`src/common/ixu_cfg.svh`:
```
`ifndef IXU_CFG_SVH
`define IXU_CFG_SVH

// Issue queue entries
`define IXU_IQ_DEPTH 4

// Physical integer registers, index 0 is hardwired to zero
`define IXU_PREGS 64

// Stimulus lines in the testbench data file
`define IXU_TB_DATA_LINES 30

// Run limit, two cycles per stimulus line plus drain margin
`define IXU_TB_MAX_CYCLES (`IXU_TB_DATA_LINES * 2 + 50)

`endif

```
`src/common/ixu_pkg.sv`:
```
`include "ixu_cfg.svh"

package ixu_pkg;

  localparam int XLEN = 32;

  typedef logic [XLEN-1:0] xlen_t;
  typedef logic [$clog2(`IXU_PREGS)-1:0] preg_t;
  typedef logic [4:0] rob_t;
  // Byte address bits 31:2
  typedef logic [XLEN-3:0] pc_t;

  // Low bits follow funct3, bit 3 is funct7[5]
  typedef enum logic [3:0] {
    ALU_ADD  = 4'b0000,
    ALU_SLL  = 4'b0001,
    ALU_SLT  = 4'b0010,
    ALU_SLTU = 4'b0011,
    ALU_XOR  = 4'b0100,
    ALU_SRL  = 4'b0101,
    ALU_OR   = 4'b0110,
    ALU_AND  = 4'b0111,
    ALU_SUB  = 4'b1000,
    ALU_SRA  = 4'b1101
  } alu_op_e;

  typedef enum logic [2:0] {
    KIND_ALU    = 3'd0,
    KIND_LUI    = 3'd1,
    KIND_AUIPC  = 3'd2,
    KIND_JAL    = 3'd3,
    KIND_JALR   = 3'd4,
    KIND_BRANCH = 3'd5
  } ins_kind_e;

  // Branch funct3 encoding
  typedef enum logic [2:0] {
    BR_EQ  = 3'b000,
    BR_NE  = 3'b001,
    BR_LT  = 3'b100,
    BR_GE  = 3'b101,
    BR_LTU = 3'b110,
    BR_GEU = 3'b111
  } br_cond_e;

  typedef struct packed {
    ins_kind_e kind;
    alu_op_e   alu_op;
    br_cond_e  br_cond;
    preg_t     rs1;
    preg_t     rs2;
    preg_t     dest;
    rob_t      rob;
    logic      imm_sel;
    xlen_t     imm;
    pc_t       pc;
    logic      pred_taken;
    pc_t       pred_target;
  } uop_t;

  typedef struct packed {
    logic  valid;
    preg_t dest;
    xlen_t data;
    rob_t  rob;
  } wb_t;

  typedef struct packed {
    logic valid;
    rob_t rob;
    logic taken;
    pc_t  target;
    logic mispredict;
  } resolve_t;

endpackage

```
`src/hw/ixu_issue_queue.sv`:
```
`include "ixu_cfg.svh"

module ixu_issue_queue (
  input  logic          core_clock_i,
  input  logic          rst_i,
  input  logic          flush_i,
  input  logic          issue_stall_i,
  input  ixu_pkg::uop_t dispatch_uop_i,
  input  logic          dispatch_valid_i,
  output logic          dispatch_ready_o,
  output ixu_pkg::uop_t issue_uop_o,
  output logic          issue_valid_o
);
  import ixu_pkg::*;

  localparam int DEPTH = `IXU_IQ_DEPTH;
  localparam int PTR_W = (DEPTH > 1) ? $clog2(DEPTH) : 1;
  localparam int CNT_W = $clog2(DEPTH + 1);

  typedef logic [PTR_W-1:0] ptr_t;
  typedef logic [CNT_W-1:0] cnt_t;

  uop_t entries [DEPTH];
  ptr_t rd_ptr;
  ptr_t wr_ptr;
  cnt_t count;
  logic push;
  logic pop;

  // Wrap explicitly so a depth that is not a power of two still works
  function automatic ptr_t ptr_next(ptr_t p);
    if (p == ptr_t'(DEPTH - 1)) begin
      return '0;
    end
    return p + 1'b1;
  endfunction

  assign dispatch_ready_o = (count != cnt_t'(DEPTH));
  assign issue_valid_o    = (count != '0) && !issue_stall_i;
  assign issue_uop_o      = entries[rd_ptr];

  assign push = dispatch_valid_i && dispatch_ready_o;
  assign pop  = issue_valid_o;

  always_ff @(posedge core_clock_i) begin
    if (rst_i || flush_i) begin
      rd_ptr <= '0;
      wr_ptr <= '0;
      count  <= '0;
    end else begin
      if (push) begin
        wr_ptr <= ptr_next(wr_ptr);
      end
      if (pop) begin
        rd_ptr <= ptr_next(rd_ptr);
      end
      if (push && !pop) begin
        count <= count + 1'b1;
      end else if (pop && !push) begin
        count <= count - 1'b1;
      end
    end
  end

  // Entry storage
  always_ff @(posedge core_clock_i) begin
    if (push) begin
      entries[wr_ptr] <= dispatch_uop_i;
    end
  end

endmodule

```
`config.mk`:
```
export PLATFORM = sky130hd
export DESIGN_NAME = ixu_issue_queue
export DESIGN_NICKNAME = d
export VERILOG_FILES = /design/src/common/ixu_pkg.sv /design/src/hw/ixu_issue_queue.sv
export VERILOG_INCLUDE_DIRS = /design/src /design/src/common
export SDC_FILE = /design/constraint.sdc
export NUM_CORES = 1
export LEC_CHECK = 0
export ABC_AREA = 1
export BUFFER_PORTS_ARGS = -buffer_cell sky130_fd_sc_hd__buf_2
export CAP_MARGIN = 25
export CORE_AREA = 4 4 176 212
export CTS_CLUSTER_SIZE = 20
export DETAILED_ROUTE_END_ITERATION = 12
export DIE_AREA = 0 0 180 216
export PLACE_DENSITY = 0.73
export SLEW_MARGIN = 30
export SYNTH_ARGS = -nofsm -noshare
export SYNTH_HDL_FRONTEND = slang
export SYNTH_SLANG_ARGS = --single-unit
```
`constraint.sdc`:
```
create_clock -name core_clock_i -period 9.04 [get_ports core_clock_i]
set_input_delay 1.356 -clock core_clock_i [delete_from_list [all_inputs] [get_ports core_clock_i]]
set_output_delay 1.356 -clock core_clock_i [all_outputs]
set_load 0.01 [all_outputs]
```
==> results_dict.tcl <==
set metrics [dict create \
    status "completed" \
    routedWlPerCell_um 20.84 \
    ys_types 23 \
    die_y_um 216 \
    start_kind "register" \
    crit_type "register to output pin" \
    num-nets-final 1679 \
    netlist_area_sq_um 19190 \
    synth_warnings 0 \
    cp_slowest_cell "buf_6" \
    yosysSeqAreaShare_pct 80.41 \
    rsz0062_at_grt "no" \
    gr-total-overflow 0 \
    clk_pin_slew_worst_paths_ns 0.06 \
    post-cts-setup-buffers 0 \
    antenna_left 0 \
    dr.pass1.iters 5 \
    synth.net_count 1438 \
    ios 261 \
    place_hpwl_um 23860 \
    cts_buffers 48 \
    clockBufferDepth 3 \
    die-area_sq_um 38880 \
    maxCapViolations 0 \
    initial_core_util_pct 54.84 \
    layout_setup_ws_ns 4.598 \
    grt.total_usage_pct 21.09 \
    synth_seq_cells 517 \
    timing.final.crit_share_pct 49.14 \
    gp_congestion 0.7705 \
    p_leak_nw 7.807 \
    ctsResizeCount 0 \
    peakVddDrop_mv 0.1705 \
    fp.dieW_um 180 \
    clock_sinks 517 \
    skew_ns 0.01706 \
    postCtsHoldBufs 0 \
    design.core.area_sq_um 35000 \
    drc_errors 0 \
    synth_cells 1299 \
    io_buffers 260 \
    placed_cell_area_sq_um 20820 \
    pre_cts_ws_ns 4.625 \
    cp.required_ns 7.68 \
    cts-htree-levels 2 \
    antenna_found_initial 11 \
    fin_crit_ns 4.442 \
    hp-class "register to register" \
    grt_max_degree 142 \
    post-route-util_pct 63.70 \
    grt_pass1_wl_um 64620 \
    power.total_mw 5.054 \
    clock-root-buffer "clkbuf_16" \
    cts_tree "yes" \
    totalWireLength_um 42550 \
    final_common_cell "edfxtp_1" \
    worst_pin_slew_ns 0.9340 \
    endpoint_kind "output pin" \
    first_iter_violations 1119 \
    max_slew_margin_pct 37.74 \
    grt_pass1_vias 11346 \
    drive_gt1_share_pct 21.76 \
    vias 11721 \
    via_per_inst 5.740 \
    cpPeakStageDelay_ns 0.72 \
    clkLatencyLatePin_ns 0.55 \
    stdcell_area_sq_um 22300 \
    syn_area_per_cell_sq_um 14.78 \
    crit_fanout 141 \
    finalSetupViolations 0 \
    fmax_mhz 225.1 \
    tns_ns 0 \
    reg2reg_slack_ns 5.48 \
    crit_chain "inv_8 > buf_6 > o21ai_0 > o22ai_1 > buf_2" \
    hold_viol_final 0 \
    rows 75 \
    power.density_nw_per_um2 226.7 \
    layout_common_cells "edfxtp_1, nor2_1, buf_2, o21ai_0, o22ai_1" \
    critPathArrivalTime_ns 3.09 \
    slew_viol_final 0 \
    area_delta_synth_final_pct 16.17 \
]
[worst max-delay path, delay by kind of cell, from the launching register on]
kind	cells	cell delay, ns
buf+inv	3	1.51
flops	1	0.52
compound gates	2	0.48
[final cells by class]
| class | count | area, sq um |
|---|---|---|
| inverter | 17 | 73.82 |
| clock buffer | 61 | 1271 |
| antenna | 8 | 20.02 |
| fill | 2518 | 12700 |
| clock inverter | 21 | 148.9 |
| multi-input combinational | 682 | 3318 |
| tap | 462 | 578.1 |
| timing repair buffer | 274 | 1445 |
| sequential | 517 | 15440 |
[layer usage]
metal  wire, um  GRT usage, %  share of wire, %  vias up
li1           -             -                 -     5392
met1      17560         29.23                41     5814
met2      20680         33.48                49      431
met3       3269         5.254               7.7       72
met4        970         6.657               2.3       12
met5         69             0              0.16        -
[synthesized netlist by cell type, drive strengths merged]
master / number / share of area, %
edfxtp: 508 / 79
nor2: 269 / 5.3
o21ai: 255 / 6.6
o22ai: 127 / 4.1
clkbuf: 56 / 1.1
buf: 27 / 1.0
inv: 16 / 0.31
nand2: 14 / 0.27
dfxtp: 9 / 0.94
ha: 6 / 0.39
a21oi: 3 / 0.078
nand3: 2 / 0.052
nand3b: 2 / 0.078
clkinv: 1 / 0.020
fa: 1 / 0.10
nand4: 1 / 0.033
nor3: 1 / 0.026
xor2: 1 / 0.046
[final timing paths]
path	end	startpoint	cells past startpoint
worst max-delay path	issue_uop_o[29]	register	5
worst min-delay path	register	rd_ptr[1]	2
worst max register to register	entries[0][86]	count[0]	6
worst min register to register	register	rd_ptr[1]	2
[per-stage QoR]
step	instances	hold WS, ns
2_1_floorplan	1299	0.4827
3_3_place_gp	1951	0.5003
3_5_place_dp	1951	0.5149
4_1_cts	2033	0.5147
5_1_grt	2038	0.5261
6_report	2042	0.5161
[cell families after synthesis]
logic type / synth area share, %
buffers and inverters: 2.457
DFF: 80.41
xor gates and xnor gates: 0.04564
and+or+nand+nor: 5.723
adders and majority gates: 0.4954
AOI/OAI and AO/OA: 10.87
[where the power goes]
| part | total [mW] | leakage [nW] | switching, mW | internal (mW) |
|---|---|---|---|---|
| clock network | 1.85 | 0.694 | 0.802 | 1.04 |
| logic | 0.451 | 2.38 | 0.304 | 0.147 |
| registers | 2.76 | 4.73 | 0.0260 | 2.73 |
| total | 5.05 | 7.81 | 1.13 | 3.92 |
[registers in the layout, summed over array words and instances (netlist names), named ones only]
register / count
count: 3
rd_ptr: 2
wr_ptr: 2
entries: 508
Note: power is estimated with default switching activity, not from simulation.
