**src/common/ixu_cfg.svh**
```systemverilog
`ifndef IXU_CFG_SVH
`define IXU_CFG_SVH

// Issue queue entries
`define IXU_IQ_DEPTH 4

// Physical integer registers, index 0 is hardwired to zero
`define IXU_PREGS 64

// Stimulus lines in the testbench data file
`define IXU_TB_DATA_LINES 30

// Run limit, two cycles per stimulus line plus drain margin
`define IXU_TB_MAX_CYCLES (`IXU_TB_DATA_LINES * 2 + 50)

`endif

```
**src/common/ixu_pkg.sv**
```systemverilog
`include "ixu_cfg.svh"

package ixu_pkg;

  localparam int XLEN = 32;

  typedef logic [XLEN-1:0] xlen_t;
  typedef logic [$clog2(`IXU_PREGS)-1:0] preg_t;
  typedef logic [4:0] rob_t;
  // Byte address bits 31:2
  typedef logic [XLEN-3:0] pc_t;

  // Low bits follow funct3, bit 3 is funct7[5]
  typedef enum logic [3:0] {
    ALU_ADD  = 4'b0000,
    ALU_SLL  = 4'b0001,
    ALU_SLT  = 4'b0010,
    ALU_SLTU = 4'b0011,
    ALU_XOR  = 4'b0100,
    ALU_SRL  = 4'b0101,
    ALU_OR   = 4'b0110,
    ALU_AND  = 4'b0111,
    ALU_SUB  = 4'b1000,
    ALU_SRA  = 4'b1101
  } alu_op_e;

  typedef enum logic [2:0] {
    KIND_ALU    = 3'd0,
    KIND_LUI    = 3'd1,
    KIND_AUIPC  = 3'd2,
    KIND_JAL    = 3'd3,
    KIND_JALR   = 3'd4,
    KIND_BRANCH = 3'd5
  } ins_kind_e;

  // Branch funct3 encoding
  typedef enum logic [2:0] {
    BR_EQ  = 3'b000,
    BR_NE  = 3'b001,
    BR_LT  = 3'b100,
    BR_GE  = 3'b101,
    BR_LTU = 3'b110,
    BR_GEU = 3'b111
  } br_cond_e;

  typedef struct packed {
    ins_kind_e kind;
    alu_op_e   alu_op;
    br_cond_e  br_cond;
    preg_t     rs1;
    preg_t     rs2;
    preg_t     dest;
    rob_t      rob;
    logic      imm_sel;
    xlen_t     imm;
    pc_t       pc;
    logic      pred_taken;
    pc_t       pred_target;
  } uop_t;

  typedef struct packed {
    logic  valid;
    preg_t dest;
    xlen_t data;
    rob_t  rob;
  } wb_t;

  typedef struct packed {
    logic valid;
    rob_t rob;
    logic taken;
    pc_t  target;
    logic mispredict;
  } resolve_t;

endpackage

```
**src/ixu_sc_pipe/ixu_alu.sv**
```systemverilog
module ixu_alu (
  input  ixu_pkg::xlen_t   a_i,
  input  ixu_pkg::xlen_t   b_i,
  input  ixu_pkg::alu_op_e op_i,
  output ixu_pkg::xlen_t   result_o,
  output logic             lt_signed_o,
  output logic             lt_unsigned_o,
  output logic             eq_o
);
  import ixu_pkg::*;

  localparam int SHAMT_W = $clog2(XLEN);

  // One extra bit keeps the borrow for the unsigned compare
  logic [XLEN:0]      diff;
  logic [SHAMT_W-1:0] shamt;

  assign diff  = {1'b0, a_i} - {1'b0, b_i};
  assign shamt = b_i[SHAMT_W-1:0];

  assign lt_unsigned_o = diff[XLEN];
  // Signs differ means a is smaller exactly when it is negative
  assign lt_signed_o   = (a_i[XLEN-1] != b_i[XLEN-1]) ? a_i[XLEN-1] : diff[XLEN-1];
  assign eq_o          = (a_i == b_i);

  always_comb begin
    case (op_i)
      ALU_ADD: begin
        result_o = a_i + b_i;
      end
      ALU_SUB: begin
        result_o = diff[XLEN-1:0];
      end
      ALU_AND: begin
        result_o = a_i & b_i;
      end
      ALU_OR: begin
        result_o = a_i | b_i;
      end
      ALU_XOR: begin
        result_o = a_i ^ b_i;
      end
      ALU_SLT: begin
        result_o = xlen_t'(lt_signed_o);
      end
      ALU_SLTU: begin
        result_o = xlen_t'(lt_unsigned_o);
      end
      ALU_SLL: begin
        result_o = a_i << shamt;
      end
      ALU_SRL: begin
        result_o = a_i >> shamt;
      end
      ALU_SRA: begin
        result_o = xlen_t'($signed(a_i) >>> shamt);
      end
      default: begin
        result_o = a_i + b_i;
      end
    endcase
  end

endmodule

```
**src/ixu_sc_pipe/ixu_branch_unit.sv**
```systemverilog
module ixu_branch_unit (
  input  ixu_pkg::ins_kind_e kind_i,
  input  ixu_pkg::br_cond_e  cond_i,
  input  logic               lt_signed_i,
  input  logic               lt_unsigned_i,
  input  logic               eq_i,
  input  ixu_pkg::xlen_t     rs1_i,
  input  ixu_pkg::xlen_t     offset_i,
  input  ixu_pkg::pc_t       pc_i,
  output logic               taken_o,
  output ixu_pkg::pc_t       target_o,
  output ixu_pkg::xlen_t     link_o
);
  import ixu_pkg::*;

  xlen_t pc_byte;
  xlen_t base;
  xlen_t target_byte;
  logic  cond_met;

  assign pc_byte     = {pc_i, 2'b00};
  assign base        = (kind_i == KIND_JALR) ? rs1_i : pc_byte;
  assign target_byte = base + offset_i;
  // Low two bits dropped, JALR bit 0 clear comes for free
  assign target_o    = target_byte[XLEN-1:2];

  // AUIPC shares the pc-relative adder
  assign link_o = (kind_i == KIND_AUIPC) ? target_byte : pc_byte + xlen_t'(4);

  always_comb begin
    case (cond_i)
      BR_EQ:   cond_met = eq_i;
      BR_NE:   cond_met = !eq_i;
      BR_LT:   cond_met = lt_signed_i;
      BR_GE:   cond_met = !lt_signed_i;
      BR_LTU:  cond_met = lt_unsigned_i;
      BR_GEU:  cond_met = !lt_unsigned_i;
      default: cond_met = 1'b0;
    endcase
  end

  always_comb begin
    case (kind_i)
      KIND_JAL,
      KIND_JALR:   taken_o = 1'b1;
      KIND_BRANCH: taken_o = cond_met;
      default:     taken_o = 1'b0;
    endcase
  end

endmodule

```
**src/ixu_sc_pipe/ixu_sc_pipe.sv**
```systemverilog
module ixu_sc_pipe (
  input  logic              core_clock_i,
  input  logic              rst_i,
  input  logic              flush_i,
  input  ixu_pkg::uop_t     issue_uop_i,
  input  logic              issue_valid_i,
  output ixu_pkg::preg_t    rs1_o,
  output ixu_pkg::preg_t    rs2_o,
  input  ixu_pkg::xlen_t    rs1_data_i,
  input  ixu_pkg::xlen_t    rs2_data_i,
  output ixu_pkg::wb_t      wb_o,
  output ixu_pkg::resolve_t resolve_o
);
  import ixu_pkg::*;

  // Issue stage
  xlen_t   issue_a;
  xlen_t   issue_b;

  // Execute stage
  logic    ex_valid;
  uop_t    ex_uop;
  xlen_t   ex_a;
  xlen_t   ex_b;
  alu_op_e ex_op;
  xlen_t   alu_result;
  xlen_t   link;
  xlen_t   ex_result;
  logic    ex_writes;
  logic    ex_is_cf;
  logic    lt_signed;
  logic    lt_unsigned;
  logic    eq;
  logic    taken;
  pc_t     target;
  logic    mispredict;

  // Writeback stage
  logic    wb_valid;
  logic    res_valid;
  preg_t   wb_dest;
  xlen_t   wb_data;
  rob_t    wb_rob;
  logic    res_taken;
  pc_t     res_target;
  logic    res_mispredict;

  assign rs1_o = issue_uop_i.rs1;
  assign rs2_o = issue_uop_i.rs2;

  // Youngest producer wins, then WB, then the register file
  function automatic xlen_t forward(preg_t idx, xlen_t rf_data);
    if (ex_writes && (ex_uop.dest == idx)) begin
      return ex_result;
    end
    if (wb_valid && (wb_dest == idx)) begin
      return wb_data;
    end
    return rf_data;
  endfunction

  always_comb begin
    issue_a = (issue_uop_i.kind == KIND_LUI) ? '0 : forward(issue_uop_i.rs1, rs1_data_i);
    if (issue_uop_i.imm_sel || (issue_uop_i.kind == KIND_LUI)) begin
      issue_b = issue_uop_i.imm;
    end else begin
      issue_b = forward(issue_uop_i.rs2, rs2_data_i);
    end
  end

  always_comb begin
    ex_op     = (ex_uop.kind == KIND_LUI) ? ALU_ADD : ex_uop.alu_op;
    ex_writes = ex_valid && (ex_uop.kind != KIND_BRANCH) && (ex_uop.dest != '0);
    ex_is_cf  = (ex_uop.kind == KIND_JAL) || (ex_uop.kind == KIND_JALR) ||
                (ex_uop.kind == KIND_BRANCH);
    if ((ex_uop.kind == KIND_ALU) || (ex_uop.kind == KIND_LUI)) begin
      ex_result = alu_result;
    end else begin
      ex_result = link;
    end
    mispredict = (taken != ex_uop.pred_taken) || (taken && (target != ex_uop.pred_target));
  end

  ixu_alu u_alu (
    .a_i          (ex_a),
    .b_i          (ex_b),
    .op_i         (ex_op),
    .result_o     (alu_result),
    .lt_signed_o  (lt_signed),
    .lt_unsigned_o(lt_unsigned),
    .eq_o         (eq)
  );

  ixu_branch_unit u_branch_unit (
    .kind_i       (ex_uop.kind),
    .cond_i       (ex_uop.br_cond),
    .lt_signed_i  (lt_signed),
    .lt_unsigned_i(lt_unsigned),
    .eq_i         (eq),
    .rs1_i        (ex_a),
    .offset_i     (ex_uop.imm),
    .pc_i         (ex_uop.pc),
    .taken_o      (taken),
    .target_o     (target),
    .link_o       (link)
  );

  always_ff @(posedge core_clock_i) begin
    if (rst_i || flush_i) begin
      ex_valid  <= 1'b0;
      wb_valid  <= 1'b0;
      res_valid <= 1'b0;
    end else begin
      ex_valid  <= issue_valid_i;
      wb_valid  <= ex_writes;
      res_valid <= ex_valid && ex_is_cf;
    end
  end

  always_ff @(posedge core_clock_i) begin
    ex_uop         <= issue_uop_i;
    ex_a           <= issue_a;
    ex_b           <= issue_b;
    wb_dest        <= ex_uop.dest;
    wb_data        <= ex_result;
    wb_rob         <= ex_uop.rob;
    res_taken      <= taken;
    res_target     <= target;
    res_mispredict <= mispredict;
  end

  always_comb begin
    wb_o.valid           = wb_valid;
    wb_o.dest            = wb_dest;
    wb_o.data            = wb_data;
    wb_o.rob             = wb_rob;
    resolve_o.valid      = res_valid;
    resolve_o.rob        = wb_rob;
    resolve_o.taken      = res_taken;
    resolve_o.target     = res_target;
    resolve_o.mispredict = res_mispredict;
  end

endmodule

```
**config.mk**
```make
export PLATFORM = sky130hd
export DESIGN_NAME = ixu_sc_pipe
export DESIGN_NICKNAME = d
export VERILOG_FILES = /design/src/common/ixu_pkg.sv /design/src/ixu_sc_pipe/ixu_alu.sv /design/src/ixu_sc_pipe/ixu_branch_unit.sv /design/src/ixu_sc_pipe/ixu_sc_pipe.sv
export VERILOG_INCLUDE_DIRS = /design/src /design/src/common
export SDC_FILE = /design/constraint.sdc
export NUM_CORES = 1
export LEC_CHECK = 0
export BUFFER_PORTS_ARGS = -buffer_cell sky130_fd_sc_hd__buf_2
export CORE_UTILIZATION = 60
export CTS_BUF_LIST = sky130_fd_sc_hd__clkbuf_2 sky130_fd_sc_hd__clkbuf_4 sky130_fd_sc_hd__clkbuf_8
export DETAILED_ROUTE_END_ITERATION = 12
export HOLD_SLACK_MARGIN = 0.08
export PLACE_DENSITY = 0.83
export RECOVER_POWER = 25
export SLEW_MARGIN = 25
export SYNTH_ARGS = -nofsm -noshare
export SYNTH_HDL_FRONTEND = slang
export SYNTH_HIERARCHICAL = 1
export SYNTH_SLANG_ARGS = --single-unit
```
**constraint.sdc**
```tcl
create_clock -name core_clock_i -period 12.99 [get_ports core_clock_i]
set_input_delay 1.9485 -clock core_clock_i [delete_from_list [all_inputs] [get_ports core_clock_i]]
set_output_delay 1.9485 -clock core_clock_i [all_outputs]
set_load 0.01 [all_outputs]
```
==> results of run 1 <==
[cell families (layout without fill, tap and decap cells)]
kind of cell,Yosys count,in the layout,synth area share
AO/OA/AOI/OAI,731,731,0.245
adder cells (fa/ha/maj),137,137,0.0846
other,0,3,0
multiplexers,264,264,0.158
XOR/XNOR,117,117,0.0504
AND/OR/NAND/NOR,616,616,0.143
flip-flops,256,256,0.249
buffers and inverters,321,528,0.0700
[critical path: stages (launching register included)]
cell	delay, ps
dfxtp_1	310
buf_4	440
clkinv_1	700
ha_1	670
nor3_1	340
nand2_1	90
o211ai_1	390
a211oi_1	250
o21ai_0	570
a31oi_1	270
o21bai_1	180
a21oi_1	110
fa_1	390
mux2i_1	280
xnor2_1	160
a21oi_1	90
o22ai_1	390
nand3_1	130
nor4_1	270
nand3_1	110
o22a_1	170
[per-layer routing]
layer | vias to the layer above | share of wire
li1 | 9257 | -
met1 | 10018 | 0.39
met2 | 1690 | 0.43
met3 | 277 | 0.12
met4 | 2 | 0.058
met5 | - | 0.00013
[layout by cell type, fill, tap and decap left out, types with 22 or more instances in the layout]
master    instances
mux2_2           74
o21a_1           44
mux4_2           30
o21ai_0         125
o221ai_1         39
xor2_1           67
a211oi_1         48
nor3_1           50
clkbuf_8         49
o21bai_1         23
nor2b_1          22
inv_1           136
mux2i_1         130
nand3_1          35
ha_1            133
buf_4            33
nand2_1         196
a21o_1           41
nor2_1          168
dfxtp_1         252
nand4_1          25
a21oi_1         196
buf_2           286
mux2_4           30
xnor2_1          48
[report_power, final]
group / total, mW / switching (mW) / internal, mW
registers: 0.949 / 0.0815 / 0.867
logic: 1.06 / 0.672 / 0.389
clock network: 0.715 / 0.327 / 0.388
[stage by stage]
step | setup WS (ps) | std cells | cell area [sq um] | hold slack, ps
CTS | 6890 | 3097 | 22800 | 326
floorplan | 8040 | 2442 | 20600 | 310
global route | 6310 | 3100 | 22800 | 329
detailed placement | 6940 | 3031 | 22000 | 312
global placement | 7220 | 3031 | 22000 | 311
finish | 6540 | 3100 | 22800 | 326
[flip-flops by register name, summed over array words and instances, names as in the netlist, 5 cells and up]
signal      cells
ex_uop        114
wb_data        32
wb_rob          5
ex_b           32
res_target     30
wb_dest         6
ex_a           32
[cell type report]
cell class	count	area, sq um	share of cell area
multi-input cells	1865	14100	0.617
flip-flops and latches	256	5130	0.225
repair buffers	321	1690	0.0740
clock buffers	59	749	0.0329
well taps	448	561	0.0246
inverters	141	529	0.0232
clock inverters	7	65.1	0.00285
diodes	3	7.51	0.000329
[how the worst min path moves through the flow]
stage / start / to / slack, ps
3_5_place_dp: ex_uop[96] / wb_rob[2] / 310
4_1_cts: ex_uop[98] / wb_rob[4] / 330
6_report: ex_uop[98] / wb_rob[4] / 330
3_3_place_gp: ex_uop[95] / wb_rob[1] / 310
2_1_floorplan: ex_uop[94] / wb_rob[0] / 310
5_1_grt: ex_uop[98] / wb_rob[4] / 330
[synthesized netlist by cell type (41+ instances only)]
master | n | area share
a211oi_1 | 48 | 0.017
a21o_1 | 41 | 0.015
a21oi_1 | 196 | 0.048
clkbuf_1 | 101 | 0.018
dfxtp_1 | 256 | 0.25
ha_1 | 133 | 0.081
inv_1 | 136 | 0.025
mux2_2 | 74 | 0.040
mux2i_1 | 130 | 0.063
nand2_1 | 196 | 0.036
nor2_1 | 170 | 0.031
nor3_1 | 50 | 0.012
o21a_1 | 44 | 0.016
o21ai_0 | 125 | 0.030
xnor2_1 | 48 | 0.020
xor2_1 | 67 | 0.028
==> impl_metrics.yaml, run 1 <==
global_routing:
  grt_antenna_before_repair: 6
  grt_busiest_layer: "met2"
  grt_pass1_vias: 20066
  use_met3: 0.0914
  track_usage: 0.450
  grt_first_pass_wirelength_microns: 122000
  met1_usage: 0.592
  overflow: 0
  grt_max_degree: 78
  grtUsageMet2: 0.695
sta:
  worst_pin_slew_ps: 1140
  slew_headroom: 0.219
  setup_viol: 0
  drv_slew: 0
  max_freq_mhz: 155
  min_period_over_period: 0.496
  setup_tns_ps: 0
  skew_ps: 23.0
  final_hold_viol_count: 0
  rsz0062_at_grt: "false"
  period_minus_slack_ps: 6450
yosys:
  ys_ff_latch: 256
  synth_flop_cell: "dfxtp_1"
  yosysSeqAreaShare: 0.249
  synthCells: 2442
  ys_types: 106
  syn_nets: 2774
  async_flop_share: 0
  syn_area_per_cell_sq_um: 8.44
  synth_edf_count: 0
  ys_warn_count: 6
  synth_area_sq_mm: 0.0206
clock_network:
  clock_path_buffers: 3
  clk_latency_ps: 570
  cts_tree: "done"
  clockRootBuffer: "clkbuf_8"
  cts_resized: 0
  clkTransAtPathRegs_ps: 70
  cts_setup_buffers: 0
  clock-sinks: 256
  cts_hold_buf: 0
  cts_max_level: 2
  cts_buffers: 41
route:
  vias: 21244
  detail_route.wl_per_cell_microns: 26.6
  initialDrtViolationCount: 2961
  drcViolationCount: 0
  ant_nets: 0
  viasPerCell: 6.85
  dr.pass1.iters: 7
  drt-total-wl_microns: 82400
setup_path:
  r2r-start: "ex_b[4]"
  cp.arrival_ps: 6900
  crit_end: "res_mispredict"
  critPathLaunchType: "register"
  r2r_cells: 20
  criticalPathCategory: "register to register"
  end_kind: "register"
  rr_endpoint: "res_mispredict"
  required_ps: 13440
  r2r_slack_ps: 6540
  worstSetupStartpoint: "ex_b[4]"
  cp_max_fo: 48
final_layout:
  fin_nets: 2958
  final_util: 0.677
  drive_above_1_share: 0.221
  area_growth_pct: 10.6
  nFillCells: 2763
placed_design:
  dp_hpwl_microns: 63200
  place.gp.congestion: 1.04
  io_buffers: 288
power:
  p_total_mw: 2.72
  p_per_area_mw_per_mm2: 119
  power_leakage_nw: 9.96
  ir_worst_vdd_v: 0.000134
floorplan:
  die-area_sq_mm: 0.0351
  core-area_sq_mm: 0.0337
  rows: 67
  boundaryPins: 289
  die_x_microns: 187
  start_util: 0.612
  die_h_microns: 187
run:
  max_cap_viol_count: 0
status:
  status: "finished clean"
worst_hold_path:
  hold_class: "register to register"
  hold_depth: 0
Power figures use the tool's default switching activity.
==> run 2: changes to the inputs <==
- clock period: 12.99 -> 6.5 ns (I/O delays scaled with it)
==> run 2 against run 1 <==
Net effect: die area unchanged; via count is 2.4% higher; design area grew 1.4%; combinational power increased by 110%; cell count up 1.0%; largest power group unchanged; fmax grew 13%.
==> impl_metrics.yaml, run 2 (synthesis gave the netlist of run 1 again) <==
clock_network:
  clk_latency_ps: 650
  clock_path_buffers: 3
  cts_buffers: 43
  cts_resized: 0
  clockRootBuffer: "clkbuf_8"
  cts_setup_buffers: 0
  cts_hold_buf: 0
  clkTransAtPathRegs_ps: 60
  cts_max_level: 2
  clock-sinks: 256
  cts_tree: "done"
sta:
  period_minus_slack_ps: 5700
  skew_ps: 49.0
  final_hold_viol_count: 0
  drv_slew: 0
  setup_viol: 0
  slew_headroom: 0.221
  rsz0062_at_grt: "false"
  max_freq_mhz: 175
  setup_tns_ps: 0
  min_period_over_period: 0.877
  worst_pin_slew_ps: 1160
worst_hold_path:
  hold_start: "ex_uop[98]"
  hold_depth: 0
  hold-path-endpoint: "wb_rob[4]"
  hold_class: "register to register"
setup_path:
  cp_max_fo: 25
  max_stage_delay_ps: 560
  rr_endpoint: "res_mispredict"
  worstSetupStartpoint: "ex_b[1]"
  critPathLaunchType: "register"
  required_ps: 7000
  r2r_cells: 20
  r2r_slack_ps: 800
  end_kind: "register"
  criticalPathCategory: "register to register"
  crit_chain: "clkinv_1 -> ha_1 -> o21bai_1 -> a211oi_1 -> o211ai_1 -> a211oi_1 -> o21ai_0 -> buf_4 -> a31oi_1 -> o21bai_1 -> a21oi_1 -> fa_1 -> mux2i_1 -> xnor2_1 -> a21oi_1 -> o22ai_1 -> nand3_1 -> nor4_1 -> nand3_1 -> o22a_1"
  r2r-start: "ex_b[1]"
  critPathSlowestCell: "dfxtp_4"
  cp.arrival_ps: 6200
power:
  combinationalPowerShare: 0.379
  intPower_mw: 3.46
  sw_frac_of_total: 0.398
  p_per_area_mw_per_mm2: 249
  power_leakage_nw: 10.1
  p_sw_mw: 2.29
  clkPwrFrac: 0.293
  p_total_mw: 5.75
  power_frac_seq: 0.328
  ir_worst_vdd_v: 0.000361
placed_design:
  place.gp.congestion: 1.08
  place_area_sq_mm: 0.0221
  dp_hpwl_microns: 64800
  io_buffers: 288
final_layout:
  largest_reg_flops: 114
  fin_nets: 2976
  area_growth_pct: 12.2
  drive_above_1_share: 0.230
  regMostFlops: "ex_uop"
  final_common_cell: "buf_2"
  final_util: 0.686
  final_area_sq_mm: 0.0231
  final_cell_mix: "buf_2 (288), dfxtp_1 (252), nand2_1 (196), a21oi_1 (196), nor2_1 (168)"
global_routing:
  overflow: 0
  grt_first_pass_wirelength_microns: 127000
  grt_pass1_vias: 20635
  grt_antenna_before_repair: 6
  grt_max_degree: 73
  track_usage: 0.474
route:
  wl_met1_microns: 32500
  wl_met3_microns: 11100
  detail_route.wl_per_cell_microns: 27.5
  viasPerCell: 6.95
  vias: 21752
  initialDrtViolationCount: 3477
  dr.pass1.iters: 9
  ant_nets: 0
  drcViolationCount: 0
  drt-total-wl_microns: 86200
  wl_met2_microns: 36700
  top_layer: "met5"
floorplan:
  boundaryPins: 289
  die-area_sq_mm: 0.0351
  rows: 67
  start_util: 0.612
  core-area_sq_mm: 0.0337
  die_h_microns: 187
  die_x_microns: 187
run:
  max_cap_viol_count: 0
status:
  status: "finished clean"
==> run 2: changes by cell type in the layout (fill, tap and decap cells not counted), sizes merged <==
cell	before	now
buf	319	337
clkbuf	61	65
diode	3	4
inv	137	138
clkinv	8	12
clkinvlp	2	3
bufinv	1	3
==> run 2: critical path: cells and delay by family, from the launching register on <==
| kind | cells | cell delay (ps) |
|---|---|---|
| compound gates | 11 | 2940 |
| fa+ha+maj | 2 | 720 |
| flops | 1 | 560 |
| buf+inv | 2 | 560 |
| simple gates | 3 | 480 |
| xor+xnor | 1 | 190 |
| mux | 1 | 140 |
==> run 2: area by class of cell <==
cell class	count	area, sq um
Fill cell	2759	10600
Antenna cell	4	10.0
Clock buffer	65	826
Clock inverter	15	179
Inverter	141	529
Multi-Input combinational cell	1865	14100
Tap cell	448	561
Sequential cell	256	5130
Timing Repair Buffer	337	1810
==> run 2: worst max path at each step <==
stage          cells after the start  slack (ps)              to
6_report                          20         800  res_mispredict
3_5_place_dp                      20        1130  res_mispredict
3_3_place_gp                      15         730  res_mispredict
2_1_floorplan                     25        1550        ex_a[31]
4_1_cts                           20        1080  res_mispredict
5_1_grt                           20         510  res_mispredict
==> run 2: metal layers <==
layer  vias up  GRT usage
met5         -          0
met4         4      0.270
met3       383      0.113
met2      1870      0.721
met1     10191      0.613
li1       9304          -
==> run 2: through the flow <==
step	setup slack, ps	std cells	hold slack [ps]
final	802	3131	330
after detailed placement	1130	3047	314
after global routing	508	3128	347
after floorplan	1550	2442	310
after CTS	1080	3127	329
after global placement	733	3047	312
==> run 2: power groups by stage <==
stage / combinational (mW) / sequential, mW / clock [mW]
floorplan: 1.33 / 1.90 / 0
global placement: 2.04 / 1.90 / 0
detailed placement: 2.06 / 1.90 / 0
CTS: 2.08 / 1.88 / 1.68
global route: 2.27 / 1.90 / 1.75
finish: 2.18 / 1.89 / 1.68
